File: src/design/calc_pkg.sv
/* Widths, stage counts, opcodes and packet types of the integer execution back end.
   Every RTL module of the back end imports this package. */
package calc_pkg;

  localparam int DATA_W      = 32;
  localparam int REG_ADDR_W  = 5;
  localparam int PC_W        = 32;
  localparam int LOG_DATA_W  = $clog2(DATA_W);

  // Completion stages, the last one feeds writeback and commit
  localparam int STAGE_ELS   = 4;
  localparam int MUL_LATENCY = 3;

  typedef enum logic [3:0] {
    OP_ADD,
    OP_SUB,
    OP_AND,
    OP_OR,
    OP_XOR,
    OP_SLL,
    OP_SRL,
    OP_SLT,
    OP_MUL,
    OP_DIVU,
    OP_REMU,
    OP_BEQ,
    OP_BNE
  } calc_op_e;

  typedef struct packed {
    logic                  v;
    logic [PC_W-1:0]       pc;
    calc_op_e              op;
    logic                  use_imm;
    logic                  illegal;
    logic [REG_ADDR_W-1:0] rd_addr;
    logic [REG_ADDR_W-1:0] rs1_addr;
    logic [REG_ADDR_W-1:0] rs2_addr;
    logic [DATA_W-1:0]     rs1;
    logic [DATA_W-1:0]     rs2;
    logic [DATA_W-1:0]     imm;
  } dispatch_pkt_s;

  typedef struct packed {
    logic                  w_v;
    logic [REG_ADDR_W-1:0] rd_addr;
    logic [DATA_W-1:0]     rd_data;
  } wb_pkt_s;

  typedef struct packed {
    logic            v;
    logic            illegal;
    logic [PC_W-1:0] pc;
  } exc_stage_s;

  typedef struct packed {
    logic            v;
    logic            taken;
    logic [PC_W-1:0] target;
  } br_pkt_s;

  typedef struct packed {
    logic            v;
    logic            illegal;
    logic [PC_W-1:0] pc;
  } commit_pkt_s;

endpackage
File: src/design/calc_top.sv
/* Integer execution back end. Takes one dispatch packet per cycle into the
   reservation register and retires it through the completion pipeline. */
`timescale 1ns/100ps

module calc_top
  (input                             clk_i
   , input                           rst_n_i
   , input  calc_pkg::dispatch_pkt_s dispatch_pkt_i
   , output logic                    long_ready_o
   , output calc_pkg::wb_pkt_s       iwb_pkt_o
   , output calc_pkg::br_pkt_s       br_pkt_o
   , output calc_pkg::commit_pkt_s   commit_pkt_o
   );

  import calc_pkg::*;

  dispatch_pkt_s                    reservation_n;
  dispatch_pkt_s                    reservation_r;
  wb_pkt_s [STAGE_ELS-1:0]          stage_r;
  logic [STAGE_ELS-1:0][DATA_W-1:0] stage_data_n;
  logic [DATA_W-1:0]                int_data;
  logic [DATA_W-1:0]                mul_data;
  logic                             int_v;
  logic                             mul_v;
  logic                             long_v;
  logic                             long_yumi;
  wb_pkt_s                          long_wb_pkt;

  calc_bypass calc_bypass_i
    (.dispatch_i       (dispatch_pkt_i)
     , .stage_r_i      (stage_r)
     , .stage_data_n_i (stage_data_n)
     , .reservation_n_o(reservation_n)
     );

  always_ff @(posedge clk_i)
  begin
    reservation_r <= reservation_n;
    if (!rst_n_i)
      reservation_r.v <= 1'b0;
  end

  calc_pipe_int calc_pipe_int_i
    (.clk_i          (clk_i)
     , .rst_n_i      (rst_n_i)
     , .reservation_i(reservation_r)
     , .data_o       (int_data)
     , .v_o          (int_v)
     , .br_pkt_o     (br_pkt_o)
     );

  calc_pipe_mul calc_pipe_mul_i
    (.clk_i          (clk_i)
     , .rst_n_i      (rst_n_i)
     , .reservation_i(reservation_r)
     , .data_o       (mul_data)
     , .v_o          (mul_v)
     );

  calc_pipe_long calc_pipe_long_i
    (.clk_i          (clk_i)
     , .rst_n_i      (rst_n_i)
     , .reservation_i(reservation_r)
     , .yumi_i       (long_yumi)
     , .ready_o      (long_ready_o)
     , .wb_pkt_o     (long_wb_pkt)
     , .v_o          (long_v)
     );

  calc_completion calc_completion_i
    (.clk_i            (clk_i)
     , .rst_n_i        (rst_n_i)
     , .reservation_n_i(reservation_n)
     , .int_data_i     (int_data)
     , .int_v_i        (int_v)
     , .mul_data_i     (mul_data)
     , .mul_v_i        (mul_v)
     , .long_wb_pkt_i  (long_wb_pkt)
     , .long_v_i       (long_v)
     , .stage_r_o      (stage_r)
     , .stage_data_n_o (stage_data_n)
     , .long_yumi_o    (long_yumi)
     , .iwb_pkt_o      (iwb_pkt_o)
     , .commit_pkt_o   (commit_pkt_o)
     );

endmodule

File: src/design/calc_completion.sv
/* Completion and exception pipeline. Carries each instruction to commit, merges
   pipe results by latency and picks the long result for free writeback slots. */
`timescale 1ns/100ps

module calc_completion
  (input                                                            clk_i
   , input                                                          rst_n_i
   , input  calc_pkg::dispatch_pkt_s                                reservation_n_i
   , input  logic [calc_pkg::DATA_W-1:0]                            int_data_i
   , input                                                          int_v_i
   , input  logic [calc_pkg::DATA_W-1:0]                            mul_data_i
   , input                                                          mul_v_i
   , input  calc_pkg::wb_pkt_s                                      long_wb_pkt_i
   , input                                                          long_v_i
   , output calc_pkg::wb_pkt_s [calc_pkg::STAGE_ELS-1:0]            stage_r_o
   , output logic [calc_pkg::STAGE_ELS-1:0][calc_pkg::DATA_W-1:0]   stage_data_n_o
   , output logic                                                   long_yumi_o
   , output calc_pkg::wb_pkt_s                                      iwb_pkt_o
   , output calc_pkg::commit_pkt_s                                  commit_pkt_o
   );

  import calc_pkg::*;

  wb_pkt_s    [STAGE_ELS:0]   stage_n;
  wb_pkt_s    [STAGE_ELS-1:0] stage_r;
  exc_stage_s [STAGE_ELS-1:0] exc_n;
  exc_stage_s [STAGE_ELS-1:0] exc_r;
  logic                       writes_rd;

  // Branches write nothing, long ops write later through the grant
  assign writes_rd = ~reservation_n_i.illegal
                     & ~(reservation_n_i.op inside {OP_BEQ, OP_BNE, OP_DIVU, OP_REMU});

  always_comb
  begin
    stage_n[0].w_v     = reservation_n_i.v & writes_rd;
    stage_n[0].rd_addr = reservation_n_i.rd_addr;
    stage_n[0].rd_data = '0;
    for (int i = 1; i <= STAGE_ELS; i++)
      stage_n[i] = stage_r[i-1];
    stage_n[1].rd_data           |= int_v_i ? int_data_i : '0;
    stage_n[MUL_LATENCY].rd_data |= mul_v_i ? mul_data_i : '0;
  end

  always_comb
  begin
    exc_n[0].v       = reservation_n_i.v;
    exc_n[0].illegal = reservation_n_i.illegal;
    exc_n[0].pc      = reservation_n_i.pc;
    for (int i = 1; i < STAGE_ELS; i++)
      exc_n[i] = exc_r[i-1];
  end

  always_ff @(posedge clk_i)
  begin
    stage_r <= stage_n[STAGE_ELS-1:0];
    exc_r   <= exc_n;
    if (!rst_n_i)
    begin
      for (int i = 0; i < STAGE_ELS; i++)
      begin
        stage_r[i].w_v <= 1'b0;
        exc_r[i].v     <= 1'b0;
      end
    end
  end

  // Forward each stage's data as it will be once this cycle's merge lands
  always_comb
  begin
    for (int i = 0; i < STAGE_ELS; i++)
      stage_data_n_o[i] = stage_n[i+1].rd_data;
  end

  assign stage_r_o   = stage_r;
  assign long_yumi_o = long_v_i & ~stage_r[STAGE_ELS-1].w_v;
  assign iwb_pkt_o   = long_yumi_o ? long_wb_pkt_i : stage_r[STAGE_ELS-1];

  always_comb
  begin
    commit_pkt_o.v       = exc_r[STAGE_ELS-1].v;
    commit_pkt_o.illegal = exc_r[STAGE_ELS-1].illegal;
    commit_pkt_o.pc      = exc_r[STAGE_ELS-1].pc;
  end

  // Each pipe result lands on a pending write that no other pipe has filled
  assert property (@(posedge clk_i) disable iff (!rst_n_i) int_v_i |-> stage_r[0].w_v)
    else $error("integer result without a pending write");
  assert property (@(posedge clk_i) disable iff (!rst_n_i)
    mul_v_i |-> stage_r[MUL_LATENCY-1].w_v && (stage_r[MUL_LATENCY-1].rd_data == '0))
    else $error("two pipes merged into one instruction");

endmodule

File: src/design/calc_pipe_long.sv
/* Long pipe. Restoring unsigned divider, one quotient bit per cycle, which
   holds its result until the completion unit grants the writeback slot. */
`timescale 1ns/100ps

module calc_pipe_long
  (input                             clk_i
   , input                           rst_n_i
   , input  calc_pkg::dispatch_pkt_s reservation_i
   , input                           yumi_i
   , output logic                    ready_o
   , output calc_pkg::wb_pkt_s       wb_pkt_o
   , output logic                    v_o
   );

  import calc_pkg::*;

  logic                  start;
  logic                  busy_r;
  logic                  done_r;
  logic [LOG_DATA_W-1:0] cnt_r;
  logic [DATA_W-1:0]     rem_r;
  logic [DATA_W-1:0]     quo_r;
  logic [DATA_W-1:0]     divisor_r;
  logic                  is_rem_r;
  logic [REG_ADDR_W-1:0] rd_addr_r;
  logic [DATA_W:0]       shifted;
  logic [DATA_W:0]       diff;

  assign start = reservation_i.v & ~reservation_i.illegal
                 & (reservation_i.op inside {OP_DIVU, OP_REMU});

  // Dividend bits shift out of quo_r while quotient bits shift in.
  // A zero divisor never borrows, giving all ones and the dividend
  assign shifted = {rem_r, quo_r[DATA_W-1]};
  assign diff    = shifted - {1'b0, divisor_r};

  always_ff @(posedge clk_i)
  begin
    if (!rst_n_i)
    begin
      busy_r <= 1'b0;
      done_r <= 1'b0;
    end
    else if (start)
      busy_r <= 1'b1;
    else if (busy_r && (cnt_r == LOG_DATA_W'(DATA_W-1)))
    begin
      busy_r <= 1'b0;
      done_r <= 1'b1;
    end
    else if (yumi_i)
      done_r <= 1'b0;
  end

  always_ff @(posedge clk_i)
  begin
    if (start)
    begin
      rem_r     <= '0;
      quo_r     <= reservation_i.rs1;
      divisor_r <= reservation_i.rs2;
      cnt_r     <= '0;
      is_rem_r  <= (reservation_i.op == OP_REMU);
      rd_addr_r <= reservation_i.rd_addr;
    end
    else if (busy_r)
    begin
      rem_r <= diff[DATA_W] ? shifted[DATA_W-1:0] : diff[DATA_W-1:0];
      quo_r <= {quo_r[DATA_W-2:0], ~diff[DATA_W]};
      cnt_r <= cnt_r + 1'b1;
    end
  end

  assign ready_o = ~busy_r & ~done_r;
  assign v_o     = done_r;

  always_comb
  begin
    wb_pkt_o.w_v     = done_r;
    wb_pkt_o.rd_addr = rd_addr_r;
    wb_pkt_o.rd_data = is_rem_r ? rem_r : quo_r;
  end

  // Issuer must wait for ready, completion may only grant a held result
  assert property (@(posedge clk_i) disable iff (!rst_n_i) start |-> ready_o)
    else $error("divide started while busy");
  assert property (@(posedge clk_i) disable iff (!rst_n_i) yumi_i |-> v_o)
    else $error("long result granted without valid");

endmodule

File: src/design/calc_pipe_mul.sv
/* Multiplier pipe. Registers the operands, then the low half of the product,
   so the result merges into completion stage MUL_LATENCY. */
`timescale 1ns/100ps

module calc_pipe_mul
  (input                                 clk_i
   , input                               rst_n_i
   , input  calc_pkg::dispatch_pkt_s     reservation_i
   , output logic [calc_pkg::DATA_W-1:0] data_o
   , output logic                        v_o
   );

  import calc_pkg::*;

  logic              start;
  logic              v1_r;
  logic              v2_r;
  logic [DATA_W-1:0] a_r;
  logic [DATA_W-1:0] b_r;
  logic [DATA_W-1:0] prod_r;

  assign start = reservation_i.v & ~reservation_i.illegal & (reservation_i.op == OP_MUL);

  always_ff @(posedge clk_i)
  begin
    if (!rst_n_i)
    begin
      v1_r <= 1'b0;
      v2_r <= 1'b0;
    end
    else
    begin
      v1_r <= start;
      v2_r <= v1_r;
    end
  end

  always_ff @(posedge clk_i)
  begin
    a_r    <= reservation_i.rs1;
    b_r    <= reservation_i.rs2;
    prod_r <= a_r * b_r;
  end

  assign data_o = prod_r;
  assign v_o    = v2_r;

endmodule

File: src/design/calc_pipe_int.sv
/* Integer pipe. ALU result is combinational and lands in completion stage 1,
   branch compares are registered into the branch packet. */
`timescale 1ns/100ps

module calc_pipe_int
  (input                                 clk_i
   , input                               rst_n_i
   , input  calc_pkg::dispatch_pkt_s     reservation_i
   , output logic [calc_pkg::DATA_W-1:0] data_o
   , output logic                        v_o
   , output calc_pkg::br_pkt_s           br_pkt_o
   );

  import calc_pkg::*;

  logic [DATA_W-1:0] src_b;
  logic              is_alu;
  logic              is_branch;
  logic              rs_equal;
  br_pkt_s           br_pkt_n;

  assign src_b     = reservation_i.use_imm ? reservation_i.imm : reservation_i.rs2;
  assign is_alu    = reservation_i.op inside {OP_ADD, OP_SUB, OP_AND, OP_OR,
                                              OP_XOR, OP_SLL, OP_SRL, OP_SLT};
  assign is_branch = reservation_i.op inside {OP_BEQ, OP_BNE};
  assign v_o       = reservation_i.v & ~reservation_i.illegal & is_alu;

  always_comb
  begin
    case (reservation_i.op)
      OP_ADD:  data_o = reservation_i.rs1 + src_b;
      OP_SUB:  data_o = reservation_i.rs1 - src_b;
      OP_AND:  data_o = reservation_i.rs1 & src_b;
      OP_OR:   data_o = reservation_i.rs1 | src_b;
      OP_XOR:  data_o = reservation_i.rs1 ^ src_b;
      OP_SLL:  data_o = reservation_i.rs1 << src_b[LOG_DATA_W-1:0];
      OP_SRL:  data_o = reservation_i.rs1 >> src_b[LOG_DATA_W-1:0];
      OP_SLT:  data_o = DATA_W'($signed(reservation_i.rs1) < $signed(src_b));
      default: data_o = '0;
    endcase
  end

  // Branches always compare the two registers
  assign rs_equal = (reservation_i.rs1 == reservation_i.rs2);

  always_comb
  begin
    br_pkt_n.v      = reservation_i.v & ~reservation_i.illegal & is_branch;
    br_pkt_n.taken  = (reservation_i.op == OP_BEQ) ? rs_equal : ~rs_equal;
    br_pkt_n.target = reservation_i.pc + reservation_i.imm;
  end

  always_ff @(posedge clk_i)
  begin
    br_pkt_o <= br_pkt_n;
    if (!rst_n_i)
      br_pkt_o.v <= 1'b0;
  end

endmodule

File: src/design/calc_bypass.sv
/* Operand bypass. Replaces stale source data of the dispatch packet with
   results that are still travelling down the completion stages. */
`timescale 1ns/100ps

module calc_bypass
  (input  calc_pkg::dispatch_pkt_s                                 dispatch_i
   , input  calc_pkg::wb_pkt_s [calc_pkg::STAGE_ELS-1:0]           stage_r_i
   , input  logic [calc_pkg::STAGE_ELS-1:0][calc_pkg::DATA_W-1:0] stage_data_n_i
   , output calc_pkg::dispatch_pkt_s                               reservation_n_o
   );

  import calc_pkg::*;

  logic [STAGE_ELS-1:0] match_rs1;
  logic [STAGE_ELS-1:0] match_rs2;
  logic [STAGE_ELS:0]   sel_rs1;
  logic [STAGE_ELS:0]   sel_rs2;

  // Youngest matching stage wins, top bit selects the packet's own data
  function automatic logic [STAGE_ELS:0] pick_youngest(input logic [STAGE_ELS-1:0] match);
    logic [STAGE_ELS:0] sel;
    logic               found;
    sel   = '0;
    found = 1'b0;
    for (int i = 0; i < STAGE_ELS; i++)
    begin
      sel[i] = match[i] & ~found;
      found  = found | match[i];
    end
    sel[STAGE_ELS] = ~found;
    return sel;
  endfunction

  function automatic logic [DATA_W-1:0] fwd_mux
    (input logic [STAGE_ELS:0]              sel
     , input logic [DATA_W-1:0]             own
     , input logic [STAGE_ELS-1:0][DATA_W-1:0] fwd);
    logic [DATA_W-1:0] data;
    data = sel[STAGE_ELS] ? own : '0;
    for (int i = 0; i < STAGE_ELS; i++)
      data |= sel[i] ? fwd[i] : '0;
    return data;
  endfunction

  always_comb
  begin
    for (int i = 0; i < STAGE_ELS; i++)
    begin
      match_rs1[i] = stage_r_i[i].w_v && (stage_r_i[i].rd_addr != '0)
                     && (stage_r_i[i].rd_addr == dispatch_i.rs1_addr);
      match_rs2[i] = stage_r_i[i].w_v && (stage_r_i[i].rd_addr != '0)
                     && (stage_r_i[i].rd_addr == dispatch_i.rs2_addr);
    end
  end

  assign sel_rs1 = pick_youngest(match_rs1);
  assign sel_rs2 = pick_youngest(match_rs2);

  always_comb
  begin
    reservation_n_o     = dispatch_i;
    reservation_n_o.rs1 = fwd_mux(sel_rs1, dispatch_i.rs1, stage_data_n_i);
    reservation_n_o.rs2 = fwd_mux(sel_rs2, dispatch_i.rs2, stage_data_n_i);
  end

  always_comb
  begin
    if (dispatch_i.v)
      assert final ($onehot(sel_rs1) && $onehot(sel_rs2))
        else $error("bypass select is not one-hot");
  end

endmodule

File: config.mk
export PLATFORM = sky130hd
export DESIGN_NAME = calc_top
export DESIGN_NICKNAME = d
export VERILOG_FILES = /design/src/design/calc_pkg.sv /design/src/design/calc_top.sv /design/src/design/calc_completion.sv /design/src/design/calc_pipe_long.sv /design/src/design/calc_pipe_mul.sv /design/src/design/calc_pipe_int.sv /design/src/design/calc_bypass.sv
export SDC_FILE = /design/constraint.sdc
export NUM_CORES = 2
export LEC_CHECK = 0
export ABC_AREA = 1
export BUFFER_PORTS_ARGS = -buffer_cell sky130_fd_sc_hd__buf_2
export CAP_MARGIN = 0
export CORE_ASPECT_RATIO = 1.4
export CORE_MARGIN = 1
export CORE_UTILIZATION = 57
export DETAILED_ROUTE_END_ITERATION = 10
export PLACE_DENSITY_LB_ADDON = 0.25
export SLEW_MARGIN = 20
export SYNTH_ARGS = -nofsm -noshare
export SYNTH_HDL_FRONTEND = slang
export SYNTH_HIERARCHICAL = 1
export SYNTH_SLANG_ARGS = --single-unit
File: constraint.sdc
create_clock -name clk_i -period 11.7 [get_ports clk_i]
set_input_delay 1.17 -clock clk_i [delete_from_list [all_inputs] [get_ports clk_i]]
set_output_delay 1.17 -clock clk_i [all_outputs]
set_load 0.02 [all_outputs]
==> impl_metrics.yaml <==
worst_setup_path:
  path_class: "reg -> reg"
  path_max_fanout: 22
  required_ns: 12.25
  worstPathArrival_ns: 7.59
  cp-start-kind: "flip-flop"
  crit_path_end_kind: "flip-flop"
sta:
  period_minus_slack_ns: 7.04
  finalSetupViolCount: 0
  setup_slack_ns: 4.66
  timing.hold.ws_ns: 0.322
  worst_pin_slew_ns: 1.19
  hold_violations: 0
  rsz0062_at_grt: "no"
  max_clock_freq_mhz: 142
  relSlewSlack_pct: 20.7
  final.setup.tns_ns: 0
  skew_ns: 0.0328
  period_share_pct: 60.2
  drv_slew: 0
clock_tree:
  cts-root-buf: "clkbuf_16"
  cts_buffer_depth: 3
  cts_made_buffers: 61
  path_clk_slew_ns: 0.07
  cts_tree: "yes"
  insertion_delay_ns: 0.69
  cts_setup_buffers: 0
  cts-resized-gates: 0
  clkSinkCount: 637
  cts_htree_levels: 2
  hold_buffers: 0
global_routing:
  grt_use_met3_pct: 9.81
  gr-usage-met2_pct: 69.7
  grt_max_degree: 86
  grt_pass1_vias: 49205
  antenna_found_initial: 25
  grt_overflow: 0
  gr-usage-met1_pct: 47.9
  grt_pass1_wl_um: 310000
  busiest_layer: "met2"
  grt_util_all_layers_pct: 43.7
place:
  place_ws_ns: 4.59
  hpwl_um: 164000
  port_buffers: 258
  place.gp.congestion: 1.09
die:
  rows: 133
  start_util_pct: 57.5
  die_h_um: 367
  fp.coreArea_sq_mm: 0.0940
  die-area_sq_mm: 0.0962
  ioPinCount: 259
  die_x_um: 262
route:
  drt-total-wl_um: 213000
  drcViolationCount: 0
  dr.pass1.iters: 6
  wl_per_cell_um: 24.1
  ant_nets: 0
  vias: 50803
  drt_iter0_drc: 5780
  via_per_inst: 5.74
pwr:
  ir_worst_vdd_v: 0.000779
  leakagePower_nw: 31.6
  pwr_density_cell_mw_per_mm2: 329
  p_total_mw: 18.6
logic_synthesis:
  netlist_area_sq_mm: 0.0541
  postSynthCellCount: 7693
  synth_warnings: 6
  syn_area_per_cell_sq_um: 7.03
  syn-num-nets: 8561
final_layout:
  multi_input_area_sq_mm: 0.0319
  fillers: 8826
  fin_nets: 8435
  drive_gt1_share_pct: 7.54
  ff_latch_area_sq_mm: 0.0135
  syn2layout_area_growth_pct: 4.69
flow_run:
  maxCapViolCount: 0
status:
  outcome: "completed"
worst_hold_path:
  hold_class: "reg -> reg"
## state kept, by name (all words and copies together) (netlist names)
register,flops
calc_pipe_int_i/br_pkt_o,34
calc_pipe_mul_i/b_r,32
calc_completion_i/exc_n,102
calc_pipe_long_i/busy_r,1
calc_completion_i/stage_r_o,56
calc_pipe_long_i/rem_r,32
calc_completion_i/stage_data_n_o,64
calc_completion_i/commit_pkt_o,34
calc_pipe_mul_i/v1_r,1
calc_pipe_mul_i/a_r,32
calc_pipe_long_i/v_o,1
reservation_r,140
calc_pipe_mul_i/data_o,32
calc_pipe_long_i/divisor_r,32
calc_pipe_long_i/is_rem_r,1
calc_pipe_long_i/cnt_r,5
calc_pipe_long_i/rd_addr_r,5
calc_pipe_long_i/quo_r,32
calc_pipe_mul_i/v_o,1
## cell type report
cell class | instances | area share (%)
Clock inverter | 29 | 0.780
Inverter | 1488 | 9.87
Timing Repair Buffer | 339 | 3.35
Multi-Input combinational cell | 5040 | 56.2
Clock buffer | 84 | 3.25
Sequential cell | 637 | 23.8
Tap cell | 1215 | 2.68
Antenna cell | 13 | 0.0574
## layout by cell type, fill, tap and decap left out, types with 21 or more instances in the layout
master and count:
nor2_1 422, or2_2 37, clkbuf_16 66, inv_2 21
o22ai_1 27, edfxtp_1 70, a21oi_1 201, a21o_1 38
nand3_1 846, o21ai_0 167, nand2_1 2150, nand4_1 89
buf_4 81, dfxtp_1 561, o21bai_1 22, xor2_1 67
fa_1 412, inv_1 1457, nor3_1 24, xnor2_1 63
ha_1 304, buf_2 258
## path summary, 6_finish.rpt
| path | startpoint | end | slack [ns] | depth (start not counted) |
|---|---|---|---|---|
| hold / removal | calc_completion_i/exc_n[110] | calc_completion_i/commit_pkt_o[8] | 0.32 | 0 |
| hold reg to reg | calc_completion_i/exc_n[110] | calc_completion_i/commit_pkt_o[8] | 0.32 | 0 |
| setup reg to reg | calc_pipe_mul_i/b_r[10] | calc_pipe_mul_i/data_o[28] | 4.66 | 16 |
| setup / recovery | calc_pipe_mul_i/b_r[10] | calc_pipe_mul_i/data_o[28] | 4.66 | 16 |
## metrics by stage
stage	instances	instance area [sq um]	util [%]
after floorplan	7693	54100	-
after global placement	8719	54300	57.8
after detailed placement	8719	54300	57.8
after CTS	8832	56600	60.2
after global routing	8833	56600	60.2
final	8845	56600	60.2
## metal layers
layer	vias to the layer above	routed length, um
met5	-	135
met4	18	24400
met3	944	21200
met2	3040	95800
met1	23772	71800
li1	23029	-
## power by group
group / total, mW / internal (mW) / switching, mW
clock network: 2.23 / 1.29 / 0.938
registers: 2.77 / 2.56 / 0.209
logic: 13.6 / 4.97 / 8.68
total: 18.6 / 8.82 / 9.82
## worst max-delay path, cell delays in order, from the launching register on
cell and delay, ns:
dfxtp_1 1.10, nand2_1 0.16, fa_1 0.51, fa_1 0.55, fa_1 0.55, inv_1 0.05
fa_1 0.45, fa_1 0.48, fa_1 0.56, fa_1 0.43, fa_1 0.45, ha_1 0.40
a21oi_1 0.23, o21ai_0 0.18, a211oi_1 0.37, o221ai_1 0.22, xor2_1 0.20
Power figures use the tool's default switching activity.
